===== src/axi_pkg.sv =====
`default_nettype none

// single-beat axi channel payloads shared by the fabric and its slaves
package axi_pkg;

  // bus widths
  localparam int axi_addr_w = 32;
  localparam int axi_data_w = 32;
  localparam int axi_strb_w = axi_data_w / 8;
  // low address bits that select a byte inside a word
  localparam int axi_byte_off = 2;

  typedef logic [axi_addr_w-1:0] axi_addr_t;
  typedef logic [axi_data_w-1:0] axi_data_t;
  typedef logic [axi_strb_w-1:0] axi_strb_t;

  // only okay and decode error are ever produced here
  typedef enum logic [1:0] {
    resp_okay   = 2'b00,
    resp_decerr = 2'b11
  } axi_resp_e;

  // write address channel
  typedef struct packed {
    axi_addr_t addr;
  } axi_aw_t;

  // write data channel, strb bit i enables byte i
  typedef struct packed {
    axi_data_t data;
    axi_strb_t strb;
  } axi_w_t;

  // write response channel
  typedef struct packed {
    axi_resp_e resp;
  } axi_b_t;

  // read address channel
  typedef struct packed {
    axi_addr_t addr;
  } axi_ar_t;

  // read data channel
  typedef struct packed {
    axi_data_t data;
    axi_resp_e resp;
  } axi_r_t;

endpackage

`default_nettype wire

===== src/soc_pkg.sv =====
`default_nettype none

// address map and memory sizing of the soc
package soc_pkg;

  import axi_pkg::*;

  // main data memory, 1024 words
  localparam axi_addr_t main_base = 32'h0000_0000;
  localparam axi_addr_t main_span = 32'h0000_1000;

  // accelerator scratchpad region, only 32 words behind it
  localparam axi_addr_t accel_base = 32'h8000_0000;
  localparam axi_addr_t accel_span = 32'h0000_1000;

  // ram depths in words
  localparam int main_words  = 1024;
  localparam int accel_words = 32;

  // scratchpad stores each written word plus this value
  localparam axi_data_t accel_wr_offset = 32'd1;

  // crossbar target
  typedef enum logic [1:0] {
    sel_main  = 2'd0,
    sel_accel = 2'd1,
    sel_none  = 2'd2
  } slave_sel_e;

endpackage

`default_nettype wire


===== src/axi_xbar_1to2.sv =====
`default_nettype none
`timescale 1ns/1ps

// one master to two slaves, with a local decode error responder
module axi_xbar_1to2
  import axi_pkg::*;
  import soc_pkg::*;
(
  input  logic    clk,
  input  logic    rst_n,
  // upstream, from the master
  input  axi_aw_t s_aw,
  input  logic    s_aw_valid,
  output logic    s_aw_ready,
  input  axi_w_t  s_w,
  input  logic    s_w_valid,
  output logic    s_w_ready,
  output axi_b_t  s_b,
  output logic    s_b_valid,
  input  logic    s_b_ready,
  input  axi_ar_t s_ar,
  input  logic    s_ar_valid,
  output logic    s_ar_ready,
  output axi_r_t  s_r,
  output logic    s_r_valid,
  input  logic    s_r_ready,
  // main memory side
  output axi_aw_t main_aw,
  output logic    main_aw_valid,
  input  logic    main_aw_ready,
  output axi_w_t  main_w,
  output logic    main_w_valid,
  input  logic    main_w_ready,
  input  axi_b_t  main_b,
  input  logic    main_b_valid,
  output logic    main_b_ready,
  output axi_ar_t main_ar,
  output logic    main_ar_valid,
  input  logic    main_ar_ready,
  input  axi_r_t  main_r,
  input  logic    main_r_valid,
  output logic    main_r_ready,
  // scratchpad side
  output axi_aw_t accel_aw,
  output logic    accel_aw_valid,
  input  logic    accel_aw_ready,
  output axi_w_t  accel_w,
  output logic    accel_w_valid,
  input  logic    accel_w_ready,
  input  axi_b_t  accel_b,
  input  logic    accel_b_valid,
  output logic    accel_b_ready,
  output axi_ar_t accel_ar,
  output logic    accel_ar_valid,
  input  logic    accel_ar_ready,
  input  axi_r_t  accel_r,
  input  logic    accel_r_valid,
  output logic    accel_r_ready
);

  // wrapping subtract covers both bounds with one compare
  function automatic slave_sel_e decode(axi_addr_t addr);
    if ((addr - main_base) < main_span) return sel_main;
    if ((addr - accel_base) < accel_span) return sel_accel;
    return sel_none;
  endfunction

  // ready of the chosen target, the error responder always takes
  function automatic logic pick_ready(slave_sel_e sel, logic m_rdy, logic a_rdy);
    if (sel == sel_main) return m_rdy;
    if (sel == sel_accel) return a_rdy;
    return 1'b1;
  endfunction

  // write tracking, cleared on the b handshake
  logic       aw_done;
  logic       w_sent;
  logic       w_buf_vld;
  logic       dec_bvalid;
  slave_sel_e wr_sel_q;
  axi_w_t     w_buf_q;
  // read tracking, cleared on the r handshake
  logic       ar_done;
  logic       dec_rvalid;
  slave_sel_e rd_sel_q;

  slave_sel_e aw_tgt;
  slave_sel_e ar_tgt;
  slave_sel_e w_tgt;
  logic       w_tgt_known;
  axi_w_t     w_src;
  logic       w_src_valid;
  logic       w_dn_valid;
  logic       w_dn_fire;
  logic       s_w_fire;
  logic       aw_fire;
  logic       ar_fire;
  logic       b_fire;
  logic       r_fire;
  logic       dec_b_set;

  assign aw_tgt = decode(s_aw.addr);
  assign ar_tgt = decode(s_ar.addr);

  // w follows the latched aw target, or the one on the bus right now
  assign w_tgt       = aw_done ? wr_sel_q : aw_tgt;
  assign w_tgt_known = aw_done || s_aw_valid;

  // data that came ahead of its address waits in the local buffer
  assign w_src       = w_buf_vld ? w_buf_q : s_w;
  assign w_src_valid = w_buf_vld || (s_w_valid && !w_sent);
  assign w_dn_valid  = w_src_valid && w_tgt_known;
  assign w_dn_fire   = w_dn_valid && pick_ready(w_tgt, main_w_ready, accel_w_ready);

  // address ready stays low from acceptance to response
  assign s_aw_ready = !aw_done && pick_ready(aw_tgt, main_aw_ready, accel_aw_ready);
  // unknown target means the beat goes to the buffer
  assign s_w_ready  = !w_buf_vld && !w_sent &&
                      (w_tgt_known ? pick_ready(w_tgt, main_w_ready, accel_w_ready) : 1'b1);
  assign s_ar_ready = !ar_done && pick_ready(ar_tgt, main_ar_ready, accel_ar_ready);

  assign aw_fire  = s_aw_valid && s_aw_ready;
  assign s_w_fire = s_w_valid && s_w_ready;
  assign ar_fire  = s_ar_valid && s_ar_ready;
  assign b_fire   = s_b_valid && s_b_ready;
  assign r_fire   = s_r_valid && s_r_ready;

  // unmapped write answers once both halves are in
  assign dec_b_set = (aw_done || aw_fire) && (w_sent || w_dn_fire) &&
                     (w_tgt == sel_none) && !dec_bvalid;

  // forward valid and payload to the selected slave only
  assign main_aw_valid  = s_aw_valid && !aw_done && (aw_tgt == sel_main);
  assign accel_aw_valid = s_aw_valid && !aw_done && (aw_tgt == sel_accel);
  assign main_aw        = main_aw_valid ? s_aw : '0;
  assign accel_aw       = accel_aw_valid ? s_aw : '0;

  assign main_w_valid  = w_dn_valid && (w_tgt == sel_main);
  assign accel_w_valid = w_dn_valid && (w_tgt == sel_accel);
  assign main_w        = main_w_valid ? w_src : '0;
  assign accel_w       = accel_w_valid ? w_src : '0;

  assign main_ar_valid  = s_ar_valid && !ar_done && (ar_tgt == sel_main);
  assign accel_ar_valid = s_ar_valid && !ar_done && (ar_tgt == sel_accel);
  assign main_ar        = main_ar_valid ? s_ar : '0;
  assign accel_ar       = accel_ar_valid ? s_ar : '0;

  // responses steered back by the latched targets
  assign main_b_ready  = s_b_ready && aw_done && (wr_sel_q == sel_main);
  assign accel_b_ready = s_b_ready && aw_done && (wr_sel_q == sel_accel);
  assign main_r_ready  = s_r_ready && ar_done && (rd_sel_q == sel_main);
  assign accel_r_ready = s_r_ready && ar_done && (rd_sel_q == sel_accel);

  always_comb begin
    case (wr_sel_q)
      sel_main: begin
        s_b       = main_b;
        s_b_valid = aw_done && main_b_valid;
      end
      sel_accel: begin
        s_b       = accel_b;
        s_b_valid = aw_done && accel_b_valid;
      end
      default: begin
        s_b       = '{resp: resp_decerr};
        s_b_valid = aw_done && dec_bvalid;
      end
    endcase
    case (rd_sel_q)
      sel_main: begin
        s_r       = main_r;
        s_r_valid = ar_done && main_r_valid;
      end
      sel_accel: begin
        s_r       = accel_r;
        s_r_valid = ar_done && accel_r_valid;
      end
      default: begin
        // zero data on a decode error
        s_r       = '{data: '0, resp: resp_decerr};
        s_r_valid = ar_done && dec_rvalid;
      end
    endcase
  end

  always_ff @(posedge clk) begin
    if (!rst_n) begin
      aw_done    <= 1'b0;
      w_sent     <= 1'b0;
      w_buf_vld  <= 1'b0;
      dec_bvalid <= 1'b0;
      wr_sel_q   <= sel_none;
      ar_done    <= 1'b0;
      dec_rvalid <= 1'b0;
      rd_sel_q   <= sel_none;
    end else begin
      if (aw_fire) begin
        aw_done  <= 1'b1;
        wr_sel_q <= aw_tgt;
      end
      // buffer only when no target was known for the beat
      if (s_w_fire && !w_dn_fire) begin
        w_buf_vld <= 1'b1;
      end
      if (w_dn_fire) begin
        w_buf_vld <= 1'b0;
        w_sent    <= 1'b1;
      end
      if (dec_b_set) begin
        dec_bvalid <= 1'b1;
      end
      if (b_fire) begin
        aw_done    <= 1'b0;
        w_sent     <= 1'b0;
        dec_bvalid <= 1'b0;
      end
      if (ar_fire) begin
        ar_done    <= 1'b1;
        rd_sel_q   <= ar_tgt;
        dec_rvalid <= (ar_tgt == sel_none);
      end
      if (r_fire) begin
        ar_done    <= 1'b0;
        dec_rvalid <= 1'b0;
      end
    end
  end

  // early write data
  always_ff @(posedge clk) begin
    if (s_w_fire) begin
      w_buf_q <= s_w;
    end
  end

endmodule

`default_nettype wire


===== config.mk =====
export PLATFORM = sky130hd
export DESIGN_NAME = axi_xbar_1to2
export DESIGN_NICKNAME = d
export VERILOG_FILES = /design/src/axi_pkg.sv /design/src/soc_pkg.sv /design/src/axi_xbar_1to2.sv
export SDC_FILE = /design/constraint.sdc
export NUM_CORES = 1
export LEC_CHECK = 0
export BUFFER_PORTS_ARGS = -buffer_cell sky130_fd_sc_hd__buf_2
export CAP_MARGIN = 20
export CORE_AREA = 4 4 167 169
export DETAILED_ROUTE_END_ITERATION = 8
export DIE_AREA = 0 0 171 173
export PLACE_DENSITY = 0.43
export SLEW_MARGIN = 40
export SYNTH_ARGS = -nofsm -noshare
export SYNTH_HDL_FRONTEND = slang
export SYNTH_SLANG_ARGS = --single-unit

===== constraint.sdc =====
create_clock -name clk -period 10.6 [get_ports clk]
set_clock_uncertainty 0.2 [all_clocks]
set_input_delay 1.59 -clock clk [delete_from_list [all_inputs] [get_ports clk]]
set_output_delay 1.59 -clock clk [all_outputs]
set_load 0.01 [all_outputs]

After elaboration in Yosys (flattened, before gate mapping)
Index checks and enable logic that the tools add are counted.

Add/subtract/negate cells: 2. Magnitude comparators: 4. Equal/unequal tests: 7. Multiplexer cells: 48. Bitwise operators: 1. Reductions and logical operators: 54.

Operators with widths (number): $lt A32 B13 Y1 const B (4); $mux W32 (4); $mux W36 (3); $pmux W34 S2 (1); $sub A32 B32 Y32 const B (2); $logic_and A1 B1 Y1 (36); $mux W1 (28); $mux W2 (9); $eq A2 B1 Y1 const B (5); $logic_not A2 Y1 (5); $logic_not A1 Y1 (6); $reduce_or A2 Y1 (3); $eq A2 B2 Y1 const B (2); $logic_or A1 B1 Y1 (4); $pmux W1 S2 (2); $pmux W2 S2 (1); $not A1 Y1 (1).

Register bits: 46. Bits of input ports: 189. Output and inout port bits: 251. Word-level logic and storage cells: 126.

Depth between registers and ports, before layout
Gate-level depths: netlist of the first run.

Word-level depth: 17. Mapped depth: 7.

Worst setup path before layout of the first run
No wires, ideal clock.

Kind: input-to-reg. Start point: in s_aw[21] in the netlist's numbering. End point: reg w_buf_q[0] in the netlist's numbering (enable). Setup time: 0.481 ns. Arrival time: 4.842 ns. Required time: 9.919 ns. Path slack: 5.076 ns. Stages on the path: 5. Buffers on the path: 0. Path through: nor4_1 > nand3_2 > a2bb2oi_1 > o21bai_1 > nor3b_1.

Longest elaborated chain between the ends: 15.

Ends and longest elaborated chain: start: declaration (RTL line axi_xbar_1to2.sv:12) `input axi_aw_t s_aw,`; $sub A32 B32 Y32 (RTL line axi_xbar_1to2.sv:64) `if ((addr - accel_base) < accel_span) return sel_accel;`; $lt A32 B13 Y1 (RTL line axi_xbar_1to2.sv:64); $mux W1 (2 in series) (RTL line axi_xbar_1to2.sv:64); $mux W2 (RTL line axi_xbar_1to2.sv:65) `return sel_none;`; $mux W2 * (RTL line axi_xbar_1to2.sv:64); $mux W2 * (RTL line axi_xbar_1to2.sv:106) `assign w_tgt = aw_done ? wr_sel_q : aw_tgt;`; $eq A2 B1 Y1 (RTL line axi_xbar_1to2.sv:71) `if (sel == sel_accel) return a_rdy;`; $mux W1 (2 in series) (RTL line axi_xbar_1to2.sv:71); $mux W1 (RTL line axi_xbar_1to2.sv:72) `return 1'b1;`; $mux W1 * (RTL line axi_xbar_1to2.sv:71); $mux W1 * (RTL line axi_xbar_1to2.sv:119) `(w_tgt_known ? pick_ready(w_tgt, main_w_ready, accel_w_ready) : 1'b1);`; $logic_and A1 B1 Y1 * (RTL line axi_xbar_1to2.sv:118) `assign s_w_ready = !w_buf_vld && !w_sent &&`; $logic_and A1 B1 Y1 * (RTL line axi_xbar_1to2.sv:123) `assign s_w_fire = s_w_valid && s_w_ready;`; net s_w_fire (RTL line axi_xbar_1to2.sv:95) `logic s_w_fire;`; end signal: assignment (RTL line axi_xbar_1to2.sv:232) `w_buf_q <= s_w;`; end: declaration (RTL line axi_xbar_1to2.sv:81) `axi_w_t w_buf_q;`.

Mark *: on every way through the listed nets, which the timed path passes. The rest lies on a longest branch. The select of a mux whose other input is x is not followed. A chain may end at the register's enable or synchronous reset.

==> run_results.csv, run 1 <==
group,metric,value,unit
global_routing,grt_start_max_net_pins,42,
yosys,postSynthCellCount,478,
worst_setup_path,cp_max_fo,13,
flow_run,max_cap_violations,0,
placement,port_buffers,361,
final_layout,n_fill_cell,2993,
detailed_routing,drtIter0Drc,164,
worst_setup_path,start_kind,"input pin",
worst_setup_path,critPathKind,"input pin to primary output",
timing,worst_pin_slew,0.657,ns
final_layout,seq_area,0.00128,mm^2
detailed_routing,vias,4260,
worst_setup_path,path_cells,"buf_2 -> nor4_1 -> nand4_1 -> or2_1 -> nor3_2 -> and2_1 -> buf_2",
run_status,outcome,"complete, no violations",
timing,whs,0.266,ns
yosys,synth_cell_types,41,
pwr,net-switching-power,131,uW
worst_setup_path,max_stage_delay,0.54,ns
final_layout,fin_cells,1168,
pwr,p_clk_share,31.7,%
worst_setup_path,required,8.81,ns
pwr,peakVddDrop,0.0487,mV
final_layout,num_antenna_cells,0,
timing,setup_viol,0,
global_routing,grt_overflow,0,
placement,placed_area,0.00597,mm^2
detailed_routing,route.detailed.drc,0,
die,io_pins,440,
placement,dpl.hpwl,13.9,mm
final_layout,final_layout_size_suffix_gt1_share,47.3,%
placement,placed_cells,1161,
clock_network,cts.sinks,46,
worst_setup_path,rrSetupSlack,8.12,ns
timing,rsz0062_at_grt,"no",
global_routing,first_global_vias,4129,
pwr,power_frac_seq,45.6,%
timing,final.setup.tns,0,ns
yosys,ys_warn_count,0,
yosys,synth_seq_cells,46,
clock_network,postCtsSetupRepairBufs,0,
yosys,ys_top_cells_by_count,"nor2_1, buf_4, mux2i_1",
final_layout,multi_input_area,0.00237,mm^2
clock_network,hold_buffers,0,
pwr,comb_power_share,22.7,%
final_layout,stdcell_area,0.00610,mm^2
clock_network,worstSkewPairLatency,0.29,ns
worst_setup_path,startpoint,"s_ar[22]",
yosys,synth_edf_count,36,
detailed_routing,first_pass_iters,3,
detailed_routing,routed_wl,16.1,mm
hold_path,holdPathStages,2,
die,die_h,173,um
timing,fmax,189,MHz
pwr,switching_share,27.9,%
placement,pre_cts_ws,5.29,ns
timing,fin_crit,5.30,ns
global_routing,grt_use_total,9.92,%
global_routing,antenna_found_initial,1,
worst_setup_path,end_kind,"primary output",
detailed_routing,wire_per_inst,13.7,um
clock_network,cts.clk_slew.worst_paths,0.06,ns
worst_setup_path,slowest_stage,"nor3_2",
clock_network,ctsHtreeMaxLevel,2,
worst_setup_path,cpMostUsedCell,"buf_2",
yosys,ys_seq_area_share,31.5,%
clock_network,cts.path.max_buffers,2,
yosys,synth_area_per_cell,8.50,um^2
yosys,syn_area,0.00406,mm^2
yosys,synth_top_cells_by_area,"edfxtp_1, mux2i_1, buf_4, nor2_1, and2_1",
clock_network,cts-buffers-inserted,5,
pwr,cellInternalPower,340,uW
timing,relSlewSlack,55.9,%
yosys,netlist.area_leader.share,26.6,%
worst_setup_path,r2r-end,"w_buf_q[16]",
pwr,power_density,77.2,mW/mm^2
die,coreArea,0.0266,mm^2
die,dieArea,0.0296,mm^2
die,fp-row-count,60,
clock_network,cts_resized,0,
pwr,leakage,3.16,nW
yosys,synth_most_common_cell,"nor2_1",
timing,worst_slack,5.30,ns
detailed_routing,antenna_left,0,
timing,maxSlewViolCount,0,
clock_network,cts_root_buf,"clkbuf_16",
die,start_util,15.3,%
detailed_routing,avgViaCountPerCell,3.65,
final_layout,fin_nets,1016,
die,die_w,171,um
hold_path,min_path_type,"flip-flop to flip-flop",
final_layout,syn2layout_area_growth,50.2,%
timing,period_share,50.0,%
worst_setup_path,rr_startpoint,"aw_done",
timing,hold_violations,0,
clock_network,cts_tree,"built",
yosys,yosysTopAreaCell,"edfxtp_1",
worst_setup_path,endpoint,"main_ar[10]",
global_routing,grt_pass1_wl,23.4,mm
yosys,synthFlopType,"edfxtp_1",
placement,place_congestion,0.763,
worst_setup_path,rr_worst_depth,6,
worst_setup_path,arrival,3.51,ns
yosys,synthArstFlopShare,0,%
[worst max-delay path: cells and delay by family]
family	cells	cell delay (ns)
buf+inv	2	0.26
simple gates	5	1.65
[worst min path at each step]
stage	endpoint	from
2_1_floorplan	dec_rvalid	dec_rvalid
3_3_place_gp	dec_rvalid	dec_rvalid
3_5_place_dp	dec_rvalid	dec_rvalid
4_1_cts	dec_rvalid	dec_rvalid
5_1_grt	dec_rvalid	dec_rvalid
6_report	dec_rvalid	dec_rvalid
[sequential cells by signal, summed over array words and instances, names as in the netlist]
signal and cells:
wr_sel_q 2, ar_done 1, w_buf_q 36, dec_bvalid 1, rd_sel_q 2, dec_rvalid 1, w_buf_vld 1, aw_done 1
w_sent 1
[stage by stage]
stage / util (%) / power [mW]
after floorplan: - / 0.290
after detailed placement: 22.5 / 0.327
after CTS: 23.0 / 0.484
final: 23.0 / 0.471
after global placement: 22.3 / 0.326
after global routing: 23.0 / 0.504
[layout make-up]
| class | count | area share, % |
|---|---|---|
| Inverter | 6 | 0.369 |
| Clock inverter | 2 | 0.164 |
| Sequential cell | 46 | 21.0 |
| Multi-Input combinational cell | 401 | 38.8 |
| Clock buffer | 5 | 2.05 |
| Tap cell | 341 | 6.99 |
| Timing Repair Buffer | 367 | 30.6 |
[kinds of logic (layout without fill, tap and decap cells)]
group	after synthesis	in the layout	synth area share (%)
AO/OA/AOI/OAI	24	24	4.22
flip-flops	46	46	31.5
AND/OR/NAND/NOR	227	227	28.1
buffers and inverters	108	380	18.2
multiplexers	72	72	17.8
other	1	78	0.0923
[power by group through the flow]
| stage | registers [mW] | logic, mW | clock network [mW] |
|---|---|---|---|
| final | 0.215 | 0.107 | 0.149 |
| after floorplan | 0.218 | 0.0723 | 0 |
| after CTS | 0.215 | 0.108 | 0.161 |
| after global routing | 0.216 | 0.119 | 0.168 |
| after detailed placement | 0.219 | 0.108 | 0 |
| after global placement | 0.219 | 0.107 | 0 |
[cell usage in the layout, fill, tap and decap left out, types with 3 or more instances in the layout]
cell and n:
a21oi_1 5, and2_1 49, dfxtp_1 8, inv_1 6
nor4_2 3, nor2b_1 11, o21ai_0 4, nand4_1 3
buf_4 4, nand2_1 15, nor3_1 7, conb_1 78
nor2_1 113, clkbuf_16 5, nand3_1 3, nor4_1 9
a211o_1 5, edfxtp_1 36, buf_2 361, mux2i_1 70
[metal layers]
layer / up-vias / global-route usage [%] / part of all wire, % / wire length, um
li1: 2148 / - / - / -
met1: 1874 / 11.7 / 40 / 6470
met2: 224 / 17.8 / 50 / 8040
met3: 12 / 2.56 / 8.2 / 1320
met4: 2 / 2.31 / 1.3 / 206
met5: - / 0 / 0.12 / 20
(Power assumes the default switching activity.)
==> run 2: changes to the inputs <==
Settings changed: CORE_AREA 4 4 167 169 to 4 4 171 173, DIE_AREA 0 0 171 173 to 0 0 175 177, PLACE_DENSITY 0.43 to 0.42.
Clock period 10.6 ns to 5.1 ns, I/O delays scaled along.
==> run_results.csv, run 2 (synthesis results as in run 1) <==
group,metric,value,unit
worst_setup_path,r2r-end,"w_buf_q[6]",
placement,dpl.hpwl,13.5,mm
final_layout,syn2layout_area_growth,51.6,%
clock_network,ctsHtreeMaxLevel,2,
worst_setup_path,required,4.14,ns
placement,port_buffers,361,
timing,fin_crit,3.79,ns
clock_network,cts.sinks,46,
final_layout,stdcell_area,0.00616,mm^2
final_layout,top_regs,"w_buf_q: 36 flops, rd_sel_q: 2 flops, wr_sel_q: 2 flops",
pwr,power,1.01,mW
final_layout,fin_nets,1016,
final_layout,layout_commonest_cell,"buf_2",
clock_network,cts_tree,"built",
timing,relSlewSlack,55.2,%
final_layout,fin_cells,1206,
hold_path,min_path_type,"flip-flop to flip-flop",
clock_network,cts.path.max_buffers,2,
detailed_routing,routed_wl,15.9,mm
worst_setup_path,start_kind,"input pin",
detailed_routing,avgViaCountPerCell,3.52,
worst_setup_path,endpoint,"main_ar[0]",
final_layout,most-common-layout-cells,"buf_2, nor2_1, conb_1, mux2i_1, and2_1",
placement,placed_area,0.00601,mm^2
final_layout,num_antenna_cells,0,
final_layout,largest_register_ffs,36,
timing,final.setup.tns,0,ns
global_routing,grt_start_max_net_pins,40,
die,coreArea,0.0276,mm^2
timing,hold_violations,0,
timing,period_share,74.4,%
clock_network,cts.clk_slew.worst_paths,0.07,ns
timing,maxSlewViolCount,0,
worst_setup_path,startpoint,"s_ar[27]",
detailed_routing,drtIter0Drc,160,
clock_network,postCtsSetupRepairBufs,0,
global_routing,grtUsageMet1,10.4,%
clock_network,cts_root_buf,"clkbuf_16",
timing,worst_pin_slew,0.672,ns
worst_setup_path,rrSetupSlack,2.61,ns
worst_setup_path,critPathKind,"input pin to primary output",
worst_setup_path,arrival,2.83,ns
hold_path,hold_start,"dec_rvalid",
die,fp-row-count,61,
global_routing,first_global_vias,4183,
worst_setup_path,rr_worst_depth,6,
worst_setup_path,end_kind,"primary output",
worst_setup_path,rr_startpoint,"aw_done",
die,io_pins,440,
detailed_routing,first_pass_iters,4,
global_routing,grt_overflow,0,
placement,place_congestion,0.722,
final_layout,top_register,"w_buf_q",
pwr,power_density,164,mW/mm^2
worst_setup_path,cp_max_fo,13,
detailed_routing,vias,4246,
timing,worst_slack,1.31,ns
detailed_routing,antenna_left,0,
clock_network,cts_resized,0,
die,start_util,14.7,%
final_layout,final_layout_size_suffix_gt1_share,47.3,%
run_status,outcome,"complete, no violations",
timing,whs,0.260,ns
die,die_h,177,um
timing,rsz0062_at_grt,"no",
final_layout,fin_util,22.3,%
die,die_w,175,um
global_routing,antenna_found_initial,0,
global_routing,grt_use_met3,2.33,%
clock_network,cts-buffers-inserted,5,
global_routing,grt_use_total,9.29,%
detailed_routing,wire_per_inst,13.2,um
global_routing,grt.met2_usage,18.0,%
placement,pre_cts_ws,1.23,ns
global_routing,busiest_layer,"met2",
timing,fmax,264,MHz
pwr,peakVddDrop,0.111,mV
detailed_routing,route.detailed.drc,0,
die,dieArea,0.0310,mm^2
clock_network,worstSkewPairLatency,0.30,ns
pwr,leakage,3.17,nW
timing,setup_viol,0,
flow_run,max_cap_violations,0,
clock_network,hold_buffers,0,
placement,placed_cells,1198,
global_routing,grt_pass1_wl,23.0,mm
[run 2: cell types whose count changed in the layout (fill, tap and decap cells not counted)]
cell,change
clkinv_4,+1
clkinvlp_2,-1
clkinvlp_4,+1
[run 2: how the worst min path moves through the flow]
stage	endpoint	slack (ns)	depth (start not counted)
3_5_place_dp	dec_rvalid	0.25	2
3_3_place_gp	dec_rvalid	0.25	2
4_1_cts	dec_rvalid	0.26	2
2_1_floorplan	dec_rvalid	0.23	2
6_report	dec_rvalid	0.26	2
5_1_grt	dec_rvalid	0.29	2
[run 2: cell type report]
type / count / area [um^2]
fillers: 3121 / 21500
multi-input cells: 401 / 2370
repair buffers: 367 / 1870
flip-flops and latches: 46 / 1280
well taps: 378 / 473
clock buffers: 5 / 125
inverters: 6 / 22.5
clock inverters: 3 / 21.3
[run 2: where the power goes]
group / internal [mW] / switching [mW]
registers: 0.436 / 0.0105
logic: 0.0927 / 0.128
clock network: 0.182 / 0.159
total: 0.711 / 0.298
[run 2: worst max-delay path, stage by stage]
cell and delay [ns]:
buf_2 0.10, nor4_1 0.46, nand4_1 0.32, or2_1 0.34, nor3_2 0.51, and2_1 0.21
buf_2 0.12
[run 2: per-layer routing]
metal / vias to the layer above / part of all wire (%)
met2: 237 / 54
li1: 2148 / -
met4: 0 / 0.79
met1: 1851 / 38
met5: - / 0
met3: 10 / 8.0
==> run 3: changes to the inputs <==
Clock period 5.1 ns to 3.7 ns, I/O delays scaled along.
==> run_results.csv, run 3 (synthesis results as in run 1) <==
group,metric,value,unit
detailed_routing,drtIter0Drc,91,
timing,worst_slack,0.571,ns
final_layout,num_antenna_cells,0,
die,start_util,14.7,%
worst_setup_path,critPathKind,"input pin to primary output",
flow_run,max_cap_violations,0,
timing,rsz0062_at_grt,"no",
placement,placed_area,0.00602,mm^2
die,coreArea,0.0276,mm^2
detailed_routing,routed_wl,15.7,mm
detailed_routing,antenna_left,0,
timing,setup_viol,0,
pwr,leakage,3.18,nW
die,die_h,177,um
clock_network,postCtsSetupRepairBufs,0,
worst_setup_path,arrival,2.37,ns
pwr,power_density,236,mW/mm^2
die,fp-row-count,61,
detailed_routing,route.detailed.drc,0,
final_layout,n_fill_cell,3136,
global_routing,grt_use_met3,2.29,%
final_layout,layout_commonest_cell,"buf_2",
global_routing,antenna_found_initial,1,
worst_setup_path,cp_max_fo,23,
timing,fmax,320,MHz
final_layout,most-common-layout-cells,"buf_2, nor2_1, conb_1, mux2i_1, and2_1",
worst_setup_path,required,2.94,ns
final_layout,top_regs,"w_buf_q: 36 flops, rd_sel_q: 2 flops, wr_sel_q: 2 flops",
die,io_pins,440,
worst_setup_path,start_kind,"input pin",
clock_network,hold_buffers,0,
timing,hold_violations,0,
pwr,power,1.46,mW
detailed_routing,first_pass_iters,4,
timing,fin_crit,3.13,ns
placement,dpl.hpwl,13.5,mm
final_layout,seq_area,0.00128,mm^2
final_layout,top_register,"w_buf_q",
clock_network,ctsHtreeMaxLevel,2,
global_routing,grt_use_total,9.13,%
global_routing,busiest_layer,"met2",
timing,worst_pin_slew,0.676,ns
clock_network,cts.clk_slew.worst_paths,0.07,ns
clock_network,cts_tree,"built",
global_routing,grt_overflow,0,
run_status,outcome,"complete, no violations",
final_layout,fin_util,22.4,%
global_routing,grt.met2_usage,16.6,%
final_layout,multi_input_area,0.00236,mm^2
global_routing,grtUsageMet1,11.1,%
global_routing,grt_pass1_wl,22.7,mm
placement,port_buffers,361,
global_routing,first_global_vias,4082,
clock_network,cts_root_buf,"clkbuf_16",
global_routing,grt_start_max_net_pins,39,
final_layout,fin_cells,1208,
clock_network,cts-buffers-inserted,5,
timing,whs,0.246,ns
detailed_routing,wire_per_inst,13.0,um
clock_network,cts_resized,0,
final_layout,stdcell_area,0.00619,mm^2
clock_network,worstSkewPairLatency,0.29,ns
clock_network,cts.path.max_buffers,2,
final_layout,syn2layout_area_growth,52.3,%
timing,period_share,84.6,%
placement,place_congestion,0.774,
clock_network,cts.sinks,46,
timing,final.setup.tns,0,ns
timing,maxSlewViolCount,0,
timing,relSlewSlack,54.9,%
die,die_w,175,um
final_layout,largest_register_ffs,36,
pwr,peakVddDrop,0.145,mV
detailed_routing,vias,4240,
detailed_routing,avgViaCountPerCell,3.51,
worst_setup_path,end_kind,"primary output",
placement,pre_cts_ws,0.554,ns
final_layout,final_layout_size_suffix_gt1_share,47.5,%
die,dieArea,0.0310,mm^2
placement,placed_cells,1200,
hold_path,min_path_type,"input pin to flip-flop",
final_layout,fin_nets,1018,
-- run 3: critical path: stages --
cell and delay [ns]:
buf_2 0.10, nor4_2 0.31, nand2_1 0.22, nor4_1 0.47, o21ai_4 0.21, buf_8 0.24
nor2_1 0.11, buf_2 0.14
-- run 3: layout make-up --
class                           instances  share of cell area (%)
Multi-Input combinational cell        401                    38.1
Timing Repair Buffer                  369                    30.4
Sequential cell                        46                    20.7
Tap cell                              378                    7.64
Clock buffer                            5                    2.02
Clock inverter                          3                   0.768
Inverter                                6                   0.364
-- run 3: final timing paths --
check / start / to / slack, ns / cells after the start
min reg2reg: dec_rvalid / dec_rvalid / 0.26 / 2
max reg2reg: aw_done / w_buf_q[18] / 1.19 / 6
min: s_w[13] / w_buf_q[13] / 0.25 / 1
max: s_aw[30] / main_w[25] / 0.57 / 8
-- run 3: per-layer routing --
| layer | vias up | routed length [um] | part of all wire, % |
|---|---|---|---|
| li1 | 2152 | - | - |
| met5 | - | 13 | 0.083 |
| met3 | 9 | 1330 | 8.5 |
| met2 | 232 | 7890 | 50 |
| met4 | 2 | 94 | 0.60 |
| met1 | 1845 | 6420 | 41 |
-- run 3: report_power, final --
| part | internal [mW] | total (mW) | switching [mW] | leakage, nW |
|---|---|---|---|---|
| registers | 0.601 | 0.617 | 0.0158 | 0.429 |
| logic | 0.129 | 0.303 | 0.175 | 2.67 |
| clock network | 0.324 | 0.539 | 0.215 | 0.0848 |
